## src/hdl/asg_pkg.sv

```systemverilog
/*
 * shared definitions for one signal generator channel
 * - sizing localparams (pointer, burst counters, sample, triggers)
 * - pointer, address and sample types
 * - configuration and status structs
 * - cpu bus request/response, sequencer item and output beat
 * - enums for bus operations and sequencer states
 */

`default_nettype none

package asg_pkg;

  ////////////////////////////////////////////////////////////
  // sizing
  ////////////////////////////////////////////////////////////

  // pointer integer and fraction bits
  localparam int unsigned CWM = 6;
  localparam int unsigned CWF = 4;
  // full pointer width
  localparam int unsigned PW = CWM + CWF;
  // burst period and repetition counters
  localparam int unsigned CWL = 12;
  localparam int unsigned CWN = 6;
  // sample width, trigger inputs
  localparam int unsigned DW = 14;
  localparam int unsigned TN = 2;
  // table entries
  localparam int unsigned DEPTH = 2 ** CWM;

  ////////////////////////////////////////////////////////////
  // basic types
  ////////////////////////////////////////////////////////////

  typedef logic [PW-1:0]  ptr_t;
  typedef logic [CWM-1:0] adr_t;
  typedef logic [DW-1:0]  smp_t;

  typedef enum logic [1:0] {
    bus_nop,
    bus_rd,
    bus_wr
  } bus_op_e;

  typedef enum logic [1:0] {
    seq_idle,
    seq_data,
    seq_gap
  } seq_state_e;

  ////////////////////////////////////////////////////////////
  // structs
  ////////////////////////////////////////////////////////////

  // channel configuration
  typedef struct packed {
    logic [TN-1:0]  trg;
    ptr_t           siz;
    ptr_t           stp;
    ptr_t           off;
    logic           ben;
    logic           inf;
    adr_t           bdl;
    logic [CWL-1:0] bln;
    logic [CWN-1:0] bnm;
  } cfg_t;

  // burst counters and run flag
  typedef struct packed {
    logic [CWL-1:0] bln;
    logic [CWN-1:0] bnm;
    logic           run;
  } sts_t;

  typedef struct packed {
    bus_op_e op;
    adr_t    adr;
    smp_t    wdata;
  } bus_req_t;

  typedef struct packed {
    logic ack;
    smp_t rdata;
  } bus_rsp_t;

  // ren low means repeat the held sample
  typedef struct packed {
    adr_t adr;
    logic ren;
    logic lst;
  } rd_item_t;

  typedef struct packed {
    smp_t data;
    logic lst;
  } beat_t;

endpackage

`default_nettype wire

```

## src/hdl/asg_table.sv

```systemverilog
/*
 * waveform table memory
 * - cpu request/acknowledge port, write and read back
 * - synchronous stream read port with enable
 */

`timescale 1ns/1ps
`default_nettype none

module asg_table (
  input  logic              sto,
  input  logic              ctl_rst,
  input  asg_pkg::bus_req_t bus_req,
  output asg_pkg::bus_rsp_t bus_rsp,
  input  logic              rd_en,
  input  asg_pkg::adr_t     rd_adr,
  output asg_pkg::smp_t     rd_data
);
  import asg_pkg::*;

  smp_t mem [0:DEPTH-1];
  logic ack_q;
  smp_t rdata_q;
  smp_t rd_q;

  ////////////////////////////////////////////////////////////
  // cpu port
  ////////////////////////////////////////////////////////////

  // write lands on the request edge
  always_ff @(posedge sto) begin
    if (bus_req.op == bus_wr) begin
      mem[bus_req.adr] <= bus_req.wdata;
    end
  end

  // read data lines up with ack
  always_ff @(posedge sto) begin
    if (bus_req.op == bus_rd) begin
      rdata_q <= mem[bus_req.adr];
    end
  end

  // ack one cycle after any non-nop request
  always_ff @(posedge sto) begin
    if (ctl_rst) begin
      ack_q <= 1'b0;
    end else begin
      ack_q <= (bus_req.op != bus_nop);
    end
  end

  assign bus_rsp.ack   = ack_q;
  assign bus_rsp.rdata = rdata_q;

  ////////////////////////////////////////////////////////////
  // stream port
  ////////////////////////////////////////////////////////////

  // holds last sample when not enabled
  always_ff @(posedge sto) begin
    if (rd_en) begin
      rd_q <= mem[rd_adr];
    end
  end

  assign rd_data = rd_q;

endmodule

`default_nettype wire

```

## src/hdl/asg_sequencer.sv

```systemverilog
/*
 * channel sequencer
 * - masked trigger qualification, ignored while running
 * - idle/data/gap state machine for periodic and burst modes
 * - burst period and repetition counters
 * - modulo fixed point read pointer
 * - trigger and stop interrupts, trigger output
 */

`timescale 1ns/1ps
`default_nettype none

module asg_sequencer (
  input  logic                   sto,
  input  logic                   ctl_rst,
  input  asg_pkg::cfg_t          cfg,
  input  logic [asg_pkg::TN-1:0] trg_in,
  output asg_pkg::rd_item_t      item,
  output logic                   item_valid,
  input  logic                   item_ready,
  output asg_pkg::sts_t          sts,
  output logic                   irq_trg,
  output logic                   irq_stp,
  output logic                   trg_out
);
  import asg_pkg::*;

  seq_state_e     state;
  ptr_t           ptr;
  logic [CWL-1:0] bln_cnt;
  logic [CWN-1:0] bnm_cnt;
  // events
  logic           trg;
  logic           start;
  logic           adv;
  logic           burst_end;
  logic           restart;
  logic           final_item;
  // counter ends
  logic           end_bdl;
  logic           end_bln;
  logic           end_bnm;
  // pointer arithmetic, two extra bits for carry and sign
  logic [PW+1:0]  ptr_inc;
  logic [PW+1:0]  ptr_sub;
  ptr_t           ptr_nxt;

  ////////////////////////////////////////////////////////////
  // events
  ////////////////////////////////////////////////////////////

  // masked trigger
  assign trg   = |(trg_in & cfg.trg);
  // new triggers only count from idle
  assign start = (state == seq_idle) & trg;
  // one item per handshake
  assign adv   = item_valid & item_ready;

  assign end_bdl = (bln_cnt == CWL'(cfg.bdl));
  assign end_bln = (bln_cnt == cfg.bln);
  // never ends when infinite
  assign end_bnm = (bnm_cnt == cfg.bnm) & ~cfg.inf;

  assign burst_end  = adv & cfg.ben & end_bln;
  assign final_item = burst_end & end_bnm;
  assign restart    = burst_end & ~end_bnm;

  ////////////////////////////////////////////////////////////
  // state machine and burst counters
  ////////////////////////////////////////////////////////////

  always_ff @(posedge sto) begin
    if (ctl_rst) begin
      state   <= seq_idle;
      bln_cnt <= '0;
      bnm_cnt <= '0;
    end else if (start) begin
      state   <= seq_data;
      bln_cnt <= '0;
      bnm_cnt <= '0;
    end else if (adv && cfg.ben) begin
      if (end_bln) begin
        if (end_bnm) begin
          // counters keep their final values
          state <= seq_idle;
        end else begin
          // next period
          state   <= seq_data;
          bln_cnt <= '0;
          bnm_cnt <= bnm_cnt + 1'b1;
        end
      end else begin
        bln_cnt <= bln_cnt + 1'b1;
        // data part done, repeat held sample until period end
        if ((state == seq_data) && end_bdl) begin
          state <= seq_gap;
        end
      end
    end
  end

  ////////////////////////////////////////////////////////////
  // read pointer
  ////////////////////////////////////////////////////////////

  // step, then wrap by table size if past it
  assign ptr_inc = {2'b00, ptr} + {2'b00, cfg.stp} + 1'b1;
  assign ptr_sub = ptr_inc - {2'b00, cfg.siz} - 1'b1;
  assign ptr_nxt = ptr_sub[PW+1] ? ptr_inc[PW-1:0] : ptr_sub[PW-1:0];

  always_ff @(posedge sto) begin
    if (ctl_rst) begin
      ptr <= '0;
    end else if (start || restart) begin
      ptr <= cfg.off;
    end else if (adv && (state == seq_data)) begin
      // gap beats leave the pointer alone
      ptr <= ptr_nxt;
    end
  end

  ////////////////////////////////////////////////////////////
  // interrupts
  ////////////////////////////////////////////////////////////

  always_ff @(posedge sto) begin
    if (ctl_rst) begin
      irq_trg <= 1'b0;
      irq_stp <= 1'b0;
      trg_out <= 1'b0;
    end else begin
      irq_trg <= start | restart;
      irq_stp <= final_item;
      trg_out <= irq_trg;
    end
  end

  ////////////////////////////////////////////////////////////
  // item and status
  ////////////////////////////////////////////////////////////

  assign item_valid = (state != seq_idle);

  // lst only on the final beat of a finite burst
  assign item = '{
    adr: ptr[CWF +: CWM],
    ren: (state == seq_data),
    lst: cfg.ben & end_bln & end_bnm
  };

  assign sts = '{
    bln: bln_cnt,
    bnm: bnm_cnt,
    run: item_valid
  };

endmodule

`default_nettype wire

```

## src/hdl/asg_stream.sv

```systemverilog
/*
 * output stream pipeline
 * - address stage holding the sequencer item
 * - data stage: table read register plus valid and last
 * - valid/ready stall control, whole chain freezes together
 */

`timescale 1ns/1ps
`default_nettype none

module asg_stream (
  input  logic              sto,
  input  logic              ctl_rst,
  input  asg_pkg::rd_item_t item,
  input  logic              item_valid,
  output logic              item_ready,
  output logic              rd_en,
  output asg_pkg::adr_t     rd_adr,
  input  asg_pkg::smp_t     rd_data,
  output asg_pkg::beat_t    beat,
  output logic              beat_valid,
  input  logic              beat_ready
);
  import asg_pkg::*;

  // both stages move together
  logic     advance;
  // address stage
  logic     a_vld;
  rd_item_t a_item;
  // data stage
  logic     d_vld;
  logic     d_lst;

  // output empty or being taken
  assign advance    = ~d_vld | beat_ready;
  assign item_ready = advance;

  ////////////////////////////////////////////////////////////
  // address stage
  ////////////////////////////////////////////////////////////

  always_ff @(posedge sto) begin
    if (ctl_rst) begin
      a_vld <= 1'b0;
    end else if (advance) begin
      a_vld <= item_valid;
    end
  end

  always_ff @(posedge sto) begin
    if (advance) begin
      a_item <= item;
    end
  end

  // gap items skip the read, table keeps last sample
  assign rd_en  = advance & a_vld & a_item.ren;
  assign rd_adr = a_item.adr;

  ////////////////////////////////////////////////////////////
  // data stage
  ////////////////////////////////////////////////////////////

  always_ff @(posedge sto) begin
    if (ctl_rst) begin
      d_vld <= 1'b0;
    end else if (advance) begin
      d_vld <= a_vld;
    end
  end

  always_ff @(posedge sto) begin
    if (advance) begin
      d_lst <= a_item.lst;
    end
  end

  // sample comes straight from the table read register
  assign beat.data  = rd_data;
  assign beat.lst   = d_lst;
  assign beat_valid = d_vld;

endmodule

`default_nettype wire

```

## src/hdl/asg.sv

```systemverilog
/*
 * signal generator channel top level
 * - waveform table with cpu port
 * - sequencer with trigger, burst counters and pointer
 * - output stream pipeline
 */

`timescale 1ns/1ps
`default_nettype none

module asg (
  input  logic                   sto,
  input  logic                   ctl_rst,
  // cpu bus
  input  asg_pkg::bus_req_t      bus_req,
  output asg_pkg::bus_rsp_t      bus_rsp,
  // configuration and triggers
  input  asg_pkg::cfg_t          cfg,
  input  logic [asg_pkg::TN-1:0] trg_in,
  output logic                   trg_out,
  output logic                   irq_trg,
  output logic                   irq_stp,
  output asg_pkg::sts_t          sts,
  // sample stream
  output asg_pkg::beat_t         beat,
  output logic                   beat_valid,
  input  logic                   beat_ready
);
  import asg_pkg::*;

  // sequencer to stream
  rd_item_t item;
  logic     item_valid;
  logic     item_ready;
  // stream to table
  logic     rd_en;
  adr_t     rd_adr;
  smp_t     rd_data;

  asg_table table_i (
    .sto     (sto),
    .ctl_rst (ctl_rst),
    .bus_req (bus_req),
    .bus_rsp (bus_rsp),
    .rd_en   (rd_en),
    .rd_adr  (rd_adr),
    .rd_data (rd_data)
  );

  asg_sequencer seq_i (
    .sto        (sto),
    .ctl_rst    (ctl_rst),
    .cfg        (cfg),
    .trg_in     (trg_in),
    .item       (item),
    .item_valid (item_valid),
    .item_ready (item_ready),
    .sts        (sts),
    .irq_trg    (irq_trg),
    .irq_stp    (irq_stp),
    .trg_out    (trg_out)
  );

  asg_stream stream_i (
    .sto        (sto),
    .ctl_rst    (ctl_rst),
    .item       (item),
    .item_valid (item_valid),
    .item_ready (item_ready),
    .rd_en      (rd_en),
    .rd_adr     (rd_adr),
    .rd_data    (rd_data),
    .beat       (beat),
    .beat_valid (beat_valid),
    .beat_ready (beat_ready)
  );

endmodule

`default_nettype wire

```

## config.mk

```make
export PLATFORM = sky130hd
export DESIGN_NAME = asg
export DESIGN_NICKNAME = d
export VERILOG_FILES = /design/src/hdl/asg_pkg.sv /design/src/hdl/asg_table.sv /design/src/hdl/asg_sequencer.sv /design/src/hdl/asg_stream.sv /design/src/hdl/asg.sv
export SDC_FILE = /design/constraint.sdc
export NUM_CORES = 1
export LEC_CHECK = 0
export BUFFER_PORTS_ARGS = -buffer_cell sky130_fd_sc_hd__buf_2
export CORE_MARGIN = 10
export CORE_UTILIZATION = 55
export CTS_BUF_LIST = sky130_fd_sc_hd__clkbuf_4 sky130_fd_sc_hd__clkbuf_8 sky130_fd_sc_hd__clkbuf_16
export DETAILED_ROUTE_END_ITERATION = 10
export PLACE_DENSITY = 0.7
export SYNTH_ARGS = -nofsm -noshare
export SYNTH_HDL_FRONTEND = slang
export SYNTH_SLANG_ARGS = --single-unit
export TNS_END_PERCENT = 1
```

## constraint.sdc

```tcl
create_clock -name sto -period 5.9 [get_ports sto]
set_input_delay 1.18 -clock sto [delete_from_list [all_inputs] [get_ports sto]]
set_output_delay 1.18 -clock sto [all_outputs]
set_load 0.05 [all_outputs]
```

# --- After elaboration in Yosys (flattened, before gate mapping) ---
# Memory sizes are Yosys's and may differ from the RTL's. A register that Yosys moved wholly into a read port is not among the register bits.
# Cells that the tools add are included.
word_totals:
  ram_bits: 896
  word_cells: 75
  ff_bits: 45
  memories: 1
memory_table:
  columns: ["name", "words", "width", "rd", "rd_ports_with_merged_regs", "write_ports", "line_no", "source"]
  rows:
  - ["table_i.mem", 64, 14, 2, 2, 1, "asg_table.sv:21", "smp_t mem [0:DEPTH-1];"]
op_classes:
  n_addsub: 6
  mux: 12
  n_eq_ne: 7
  n_reduce_logical: 17
  bitwise_logic: 17
op_table:
  columns: ["op", "count"]
  rows:
  - ["2-to-1 mux 10 bit", 3]
  - ["adder 12 x 1 -> 12 bit (second input constant)", 2]
  - ["2-to-1 mux 12 bit", 2]
  - ["equality test 12 bit", 1]
  - ["equality test 12 x 6 -> 1 bit", 1]
  - ["subtractor 12 x 1 -> 12 bit (second input constant)", 1]
  - ["subtractor 12 x 10 -> 12 bit", 1]
  - ["adder 10 x 10 -> 11 bit", 1]
  - ["bitwise AND 1 bit", 11]
  - ["nonzero test 2 bit", 5]
  - ["adder 6 x 1 -> 6 bit (second input constant)", 1]
  - ["equality test 6 bit", 1]
  - ["AND reduction 2 bit", 3]
  - ["2-to-1 mux 1 bit", 5]
  - ["equality test 2 x 1 -> 1 bit (second input constant)", 2]
  - ["2-to-1 mux 2 bit", 2]
  - ["OR reduction 2 bit", 2]
  - ["logical AND 1 bit", 3]
  - ["NOT 1 bit", 3]
  - ["AND reduction 3 bit", 1]
  - ["nonzero test 3 bit", 1]
  - ["bitwise AND 2 bit", 1]
  - ["equality test 2 bit (second input constant)", 1]
  - ["logical NOT 2 bit", 1]
  - ["other kinds (3)", 4]

# --- Depth between registers and ports, before layout ---
# Gate-level depths: netlist of run 1.
depth:
  ltp_word: 8
  mapped_depth: 19

# --- Hierarchy ---
# A second synthesis of run 1 with hierarchy kept.
unflattened:
  hier_cells: 2748
  hier_area_um2: 45585.0
modules_own_cells:
  columns: ["module", "area_each_um2", "cells_per_inst", "instances"]
  rows:
  - ["asg_table", 42350.6, 2384, 1]
  - ["asg_sequencer", 2720.1, 325, 1]
  - ["asg_stream", 514.2, 39, 1]

# --- Worst setup path before layout of run 1 ---
# No wires, ideal clock.
synth_timing:
  path_kind: "input to register"
  start: "in cfg[36] (netlist bit)"
  end: "reg seq_i.ptr[9]"
  required_time_ps: 5778
  arrival_ps: 5153
  path_stages: 19
  n_path_buf: 1
  setup_ps: 122
  path_slack_ps: 625
  cell_sequence: "ha_1 -> inv_1 -> fa_1 -> nand2b_1 -> a21oi_1 -> xor2_1 -> and2_1 -> xnor2_1 -> inv_1 -> ha_1 -> nor3_1 -> nor3_1 -> a2111oi_2 -> nor3_2 -> mux2_2 -> and3_4 -> or2_0 -> buf_6 -> a311o_1"
synth_between:
  elab_chain_cells: 7
synth_rtl:
  columns: ["element", "line_no", "source"]
  rows:
  - ["from (decl)", "asg.sv:18", "input asg_pkg::cfg_t cfg,"]
  - ["adder 10 x 10 -> 11 bit (*)", "asg_sequencer.sv:107", "assign ptr_inc = {2'b00, ptr} + {2'b00, cfg.stp} + 1'b1;"]
  - ["adder 12 x 1 -> 12 bit (*)", "asg_sequencer.sv:107", null]
  - ["subtractor 12 x 10 -> 12 bit", "asg_sequencer.sv:108", "assign ptr_sub = ptr_inc - {2'b00, cfg.siz} - 1'b1;"]
  - ["subtractor 12 x 1 -> 12 bit", "asg_sequencer.sv:108", null]
  - ["2-to-1 mux 10 bit (*)", "asg_sequencer.sv:109", "assign ptr_nxt = ptr_sub[PW+1] ? ptr_inc[PW-1:0] : ptr_sub[PW-1:0];"]
  - ["2-to-1 mux 10 bit (*)", "asg_sequencer.sv:116", "end else if (adv && (state == seq_data)) begin"]
  - ["2-to-1 mux 10 bit (*)", "asg_sequencer.sv:114", "end else if (start || restart) begin"]
  - ["to (signal assigned)", "asg_sequencer.sv:115", "ptr <= cfg.off;"]
  - ["to (signal assigned)", "asg_sequencer.sv:118", "ptr <= ptr_nxt;"]
  - ["to (decl)", "asg_sequencer.sv:29", "ptr_t ptr;"]
# Mark *: on every way between the ends. The rest lies on a longest branch, timed or not. The select of a mux whose other input is x is not followed.
# A chain may end at the register's enable or synchronous reset.

# --- Worst setup path in the final report of run 1 ---
# Same ends and word-level chain as after synthesis.

==> impl_metrics.yaml, run 1 <==
timing:
  setup_violations: 0
  relSlewSlack_pct: 14.5
  maxSlewViolCount: 0
  fin_crit_sh_pct: 87.7
  hold_viol_final: 0
  worst_pin_slew_ns: 1.28
  fmax_mhz: 193
  rsz0062_at_grt: "false"
  tns_ns: 0
  finClkSkew_ns: 0.0274
  min_period_ns: 5.17
worst_setup_path:
  ff2ff_setup_slack_ns: 0.99
  end_kind: "register"
  critPathBufInv: 2
  cp.required_ns: 6.43
  critPathKind: "in -> reg"
  r2r_start: "seq_i.ptr[0]$_SDFFE_PP0P_"
  slowest_stage: "a211oi_1"
  rr_worst_depth: 16
  worst_ep_arrival_time_ns: 5.71
  max_stage_delay_ns: 0.52
  cp_max_fo: 13
  crit_start: "cfg[36]"
  cp.depth: 17
  worstPathCellList: "buf_2 > ha_1 > inv_1 > fa_1 > nand2b_1 > a21o_1 > a211oi_1 > xor2_1 > ha_1 > o21ai_0 > nor3_1 > a2111oi_2 > nor3_2 > mux2_2 > and3_4 > or2_0 > a311o_1"
  worst_setup_path_start_kind: "input port"
  cp_top_family: "simple AND/OR/NAND/NOR gates"
  cp_common_cell: "ha_1"
  r2r-end: "seq_i.ptr[9]$_SDFFE_PP0P_"
clocking:
  clock_path_buffers: 3
  clk_pin_slew_ns: 0.06
  cts_buffers: 97
  postCtsSetupRepairBufs: 0
  hold_buffers: 0
  clk_latency_ns: 0.67
  cts_tree: "done"
  cts.sinks: 969
  cts-resized-gates: 0
  cts.htree.levels: 3
  cts_root_buf: "clkbuf_16"
place:
  numPortBuffers: 137
  postPlaceCellArea_um2: 46100
  place.gp.congestion: 0.933
  hpwlAfterDp_mm: 89.0
floorplanning:
  core_um2: 78900
  chipHeight_um: 302
  io_pins: 138
  die_w_um: 302
  dieArea_um2: 91100
  fp-row-count: 103
  start_util_pct: 55.4
hold_path:
  holdCritStartpoint: "stream_i.a_item[0]$_DFFE_PN_"
  worstHoldPathType: "reg -> reg"
  hold_end: "stream_i.d_lst$_DFFE_PN_"
  hold_depth: 0
drt:
  dr_total_vias: 29035
  antenna_left: 0
  vias_per_cell: 7.55
  drc: 0
  wl_per_cell_um: 37.0
  finalWirelength_mm: 142
  first_iter_violations: 4855
  first_pass_iters: 6
synthesis:
  avgSynthCellArea_um2: 17.2
  syn_nets: 2655
  synth-seq-cells: 969
  synth_area_um2: 43700
  synth_top_cell_area_share_pct: 64.1
  yosys-top-cells-area: "edfxtp_1 64%, mux4_2 15%, a22oi_1 4.1%, a221oi_1 2.1%, a22o_1 2.1%"
  syn-instance-count: 2545
  synth_top_area_cell: "edfxtp_1"
  async_reset_ff_share_pct: 0
  synth_edf_count: 933
  synth_flop_cell: "edfxtp_1"
  yosysUniqueCellTypes: 69
  ys_warn_count: 0
  yosysSeqAreaShare_pct: 65.8
global_routing:
  grt_pass1_wl_mm: 203
  track_usage_pct: 30.8
  grt_max_degree: 111
  antenna_found_initial: 10
  grt_pass1_vias: 28423
  grt-ovfl-total: 0
pwr:
  p_leak_nw: 15.5
  power-per-cell-area_nw_per_um2: 401
  ir_drop_v: 0.000374
job:
  max_cap_viol_count: 0
final_layout:
  syn_to_final_growth_pct: 12.9
  drive_gt1_share_pct: 27.4
  fin_area_um2: 49300
  nets: 2826
outcome:
  status: "completed"
[cell families (layout without fill, tap and decap cells)]
group,count (synthesis),after routing,synth area share (%)
mux,296,296,15.2
buf+inv,232,480,2.07
other cells,0,3,0
compound gates,657,657,11.4
simple gates,311,311,3.67
fa+ha+maj,25,25,0.750
xor+xnor,55,55,1.10
flops,969,969,65.8
[cell usage after synthesis (3+ instances only)]
library cell,count
nor2_1,105
clkbuf_1,151
buf_2,13
or3b_2,3
o21ai_0,12
a2111oi_0,4
nor3b_1,7
dfxtp_1,36
inv_1,26
a22o_1,106
nor3_1,18
ha_1,23
buf_4,3
xor2_1,32
buf_1,38
nand4_1,10
nand2_1,36
a221oi_1,106
a22oi_1,237
nand3b_1,5
nand3_1,33
xnor2_1,23
nor4_1,35
o211ai_1,12
or3_1,6
and2_1,5
a21o_1,4
or2_2,3
a211o_1,4
nor2b_1,7
mux4_2,294
nand2b_1,11
and3_1,10
a21oi_1,40
nor3_2,3
a31oi_1,110
a211oi_1,4
edfxtp_1,933
[worst reg2reg max path: cells and delay by family (launching register included)]
family	cells	cell delay [ns]
compound gates	5	1.36
mux	1	0.38
simple gates	5	1.40
fa+ha+maj	3	0.91
xor+xnor	1	0.36
buf+inv	1	0.06
flops	1	0.34
[where the power goes]
part           total [W]  leakage [nW]  internal [W]  switching [W]
clock network    0.00626          1.62       0.00366        0.00260
logic            0.00571          5.12       0.00252        0.00319
registers        0.00781          8.72       0.00768       0.000130
total             0.0198          15.5        0.0139        0.00592
[sequential cells by signal, indices dropped and copies added, names as in the netlist, 2 cells and up]
signal / count
stream_i.a_item: 2
seq_i.bln_cnt: 12
table_i.rd_data: 14
seq_i.bnm_cnt: 6
stream_i.rd_adr: 6
table_i.mem: 896
table_i.rdata_q: 14
seq_i.ptr: 10
seq_i.state: 2
[per-stage QoR]
step	hold slack [ns]	util, %	instances	total power (W)	setup WS, ns
floorplan	0.400	-	2545	0.0118	0.625
global placement	0.402	58.5	3667	0.0134	0.215
detailed placement	0.429	58.5	3667	0.0135	0.150
CTS	0.442	62.5	3843	0.0197	0.801
global route	0.454	62.5	3843	0.0203	0.439
finish	0.437	62.6	3846	0.0198	0.727
[layout make-up]
cell class,instances,area (um^2)
Fill cell,5497,29500
Sequential cell,969,28700
Multi-Input combinational cell,1344,14100
Clock buffer,126,2700
Timing Repair Buffer,278,1880
Tap cell,1050,1310
Clock inverter,50,507
Inverter,26,97.6
Antenna cell,3,7.51
[per-layer routing]
metal  share of wire [%]  track usage (%)
met4                 5.9             16.3
met1                  33             39.4
met3                  16             11.0
met2                  45             46.0
met5               0.068                0
[cell usage in the layout, fill, tap and decap left out, types with 35 or more instances in the layout]
| master | instances |
|---|---|
| nand2_1 | 36 |
| a22oi_1 | 237 |
| mux4_2 | 294 |
| buf_2 | 137 |
| buf_4 | 130 |
| nor4_1 | 35 |
| a21oi_1 | 40 |
| edfxtp_1 | 933 |
| clkbuf_16 | 100 |
| a22o_1 | 106 |
| a31oi_1 | 110 |
| nor2_1 | 103 |
| dfxtp_1 | 36 |
| a221oi_1 | 106 |
[worst max-delay path by stage]
stage	to
after global routing	seq_i.ptr[9]$_SDFFE_PP0P_
after floorplan	seq_i.ptr[9]$_SDFFE_PP0P_
after global placement	seq_i.ptr[9]$_SDFFE_PP0P_
final	seq_i.ptr[9]$_SDFFE_PP0P_
after CTS	seq_i.ptr[9]$_SDFFE_PP0P_
after detailed placement	seq_i.ptr[9]$_SDFFE_PP0P_
Note: power is estimated with default switching activity, not from simulation.
==> run 2: changes to the inputs <==
--- a/config.mk
+++ b/config.mk
@@ -5,12 +5,12 @@
 export SDC_FILE = /design/constraint.sdc
 export NUM_CORES = 1
 export LEC_CHECK = 0
-export BUFFER_PORTS_ARGS = -buffer_cell sky130_fd_sc_hd__buf_2
 export CORE_MARGIN = 10
 export CORE_UTILIZATION = 55
 export CTS_BUF_LIST = sky130_fd_sc_hd__clkbuf_4 sky130_fd_sc_hd__clkbuf_8 sky130_fd_sc_hd__clkbuf_16
 export DETAILED_ROUTE_END_ITERATION = 10
-export PLACE_DENSITY = 0.7
+export DONT_BUFFER_PORTS = 1
+export PLACE_DENSITY = 0.68
 export SYNTH_ARGS = -nofsm -noshare
 export SYNTH_HDL_FRONTEND = slang
 export SYNTH_SLANG_ARGS = --single-unit
==> run 2 against run 1 <==
  * Non-clock buffer count shrank 158
  * Combinational power shrank 3%
  * Sequential share of layout area grew 0.70 points
  * Setup slack gained 0.098 ns
  * Fmax grew 1.9%
  * Clock skew shrank 0.0028 ns
  * Clock-buffer cell count shrank 7
  * Hold slack lost 0.0030 ns
  * Largest cell class unchanged
==> impl_metrics.yaml, run 2 (synthesized netlist as in run 1, its figures left out) <==
worst_setup_path:
  crit_start: "cfg[36]"
  r2r-end: "seq_i.ptr[9]$_SDFFE_PP0P_"
  r2r_start: "seq_i.ptr[0]$_SDFFE_PP0P_"
  cp_max_fo: 13
  ff2ff_setup_slack_ns: 0.98
  worst_setup_path_start_kind: "input port"
  worstPathCellList: "ha_1 > inv_1 > fa_1 > nand2b_1 > a21oi_1 > xor2_1 > and2_1 > xnor2_1 > inv_1 > ha_1 > nor3_1 > nor3_1 > a2111oi_2 > nor3_2 > mux2_2 > and3_4 > or2_0 > a311o_1"
  cp.required_ns: 6.44
  end_kind: "register"
  rr_worst_depth: 18
  worst_ep_arrival_time_ns: 5.61
  slowest_stage: "fa_1"
  max_stage_delay_ns: 0.41
  critPathKind: "in -> reg"
clocking:
  cts.htree.levels: 3
  clk_pin_slew_ns: 0.06
  clk_latency_ns: 0.67
  cts_tree: "done"
  cts_root_buf: "clkbuf_16"
  clock_path_buffers: 3
  cts-resized-gates: 0
  hold_buffers: 0
  cts.sinks: 969
  postCtsSetupRepairBufs: 0
  cts_buffers: 98
timing:
  relSlewSlack_pct: 15.4
  finClkSkew_ns: 0.0247
  hold_viol_final: 0
  setup_violations: 0
  worst_pin_slew_ns: 1.26
  tns_ns: 0
  worst_slack_ns: 0.824
  maxSlewViolCount: 0
  fin_crit_sh_pct: 86.0
  min_period_ns: 5.08
  hold_slack_ns: 0.434
  fmax_mhz: 197
  rsz0062_at_grt: "false"
job:
  max_cap_viol_count: 0
outcome:
  status: "completed"
floorplanning:
  die_w_um: 302
  core_um2: 78900
  dieArea_um2: 91100
  fp-row-count: 103
  start_util_pct: 55.4
  io_pins: 138
  chipHeight_um: 302
final_layout:
  drive_gt1_share_pct: 23.0
  layout_commonest_cell: "edfxtp_1"
  largest_reg_flops: 896
  largest-register: "table_i.mem"
  nets: 2669
  layout_common_cells: "933 x edfxtp_1, 294 x mux4_2, 237 x a22oi_1"
  syn_to_final_growth_pct: 11.6
hold_path:
  hold_end: "stream_i.d_lst$_DFFE_PN_"
  hold_depth: 0
  holdCritStartpoint: "stream_i.a_item[0]$_DFFE_PN_"
  worstHoldPathType: "reg -> reg"
place:
  numPortBuffers: 0
  pre_cts_slack_ns: 0.234
  place.gp.congestion: 0.932
  hpwlAfterDp_mm: 85.6
drt:
  first_iter_violations: 4534
  wl_per_cell_um: 37.8
  drc: 0
  dr_total_vias: 28269
  finalWirelength_mm: 140
  antenna_left: 0
  first_pass_iters: 6
  vias_per_cell: 7.65
global_routing:
  track_usage_pct: 30.4
  grt_pass1_wl_mm: 199
  grt_pass1_vias: 27604
  grt-ovfl-total: 0
  grt_max_degree: 165
  antenna_found_initial: 6
pwr:
  power-per-cell-area_nw_per_um2: 408
  ir_drop_v: 0.000355
  p_leak_nw: 14.8
run 2: changes by cell type in the layout (fill, tap and decap cells not counted), sizes merged:
cell / change
buf: -158
clkinv: -1
bufinv: +6
clkbuf: -7
diode: +1
clkinvlp: +5
inv: +2
run 2: layout make-up:
| class | instances | area [um^2] |
|---|---|---|
| Multi-Input combinational cell | 1344 | 14100 |
| Timing Repair Buffer | 120 | 1090 |
| Tap cell | 1050 | 1310 |
| Inverter | 26 | 97.6 |
| Antenna cell | 4 | 10.0 |
| Sequential cell | 969 | 28700 |
| Clock buffer | 119 | 2660 |
| Fill cell | 5498 | 30100 |
| Clock inverter | 62 | 746 |
run 2: stage by stage:
stage	instances	area, um^2	total power [W]	util [%]
floorplan	2545	43700	0.0118	-
global placement	3509	45300	0.0133	57.5
detailed placement	3509	45300	0.0134	57.5
CTS	3690	48700	0.0198	61.8
global route	3690	48700	0.0205	61.8
finish	3694	48700	0.0199	61.8
run 2: worst max-delay path by stage:
stage / endpoint / slack [ns] / cells after the start
5_1_grt: seq_i.ptr[9]$_SDFFE_PP0P_ / 0.50 / 17
3_5_place_dp: seq_i.ptr[9]$_SDFFE_PP0P_ / 0.23 / 18
3_3_place_gp: seq_i.ptr[9]$_SDFFE_PP0P_ / 0.30 / 18
6_report: seq_i.ptr[9]$_SDFFE_PP0P_ / 0.82 / 18
2_1_floorplan: seq_i.ptr[9]$_SDFFE_PP0P_ / 0.63 / 19
4_1_cts: seq_i.ptr[9]$_SDFFE_PP0P_ / 0.89 / 18
run 2: critical path, delay by kind of cell:
kind,cells,cell delay [ns]
adders and majority gates,3,0.95
muxes,1,0.38
AOI/OAI and AO/OA,3,0.73
and+or+nand+nor,7,1.68
buffers and inverters,2,0.14
xor gates and xnor gates,2,0.56
run 2: power by group:
group | total, W | switching [W] | internal, W
clock | 0.00654 | 0.00263 | 0.00391
sequential | 0.00784 | 0.000160 | 0.00768
combinational | 0.00552 | 0.00301 | 0.00251
total | 0.0199 | 0.00581 | 0.0141
run 2: layer usage:
| layer | global-route usage, % | up-vias | part of all wire [%] |
|---|---|---|---|
| li1 | - | 11005 | - |
| met1 | 39.1 | 14322 | 34 |
| met2 | 45.6 | 2526 | 45 |
| met3 | 10.1 | 408 | 15 |
| met4 | 16.3 | 8 | 5.8 |
| met5 | 0 | - | 0.039 |
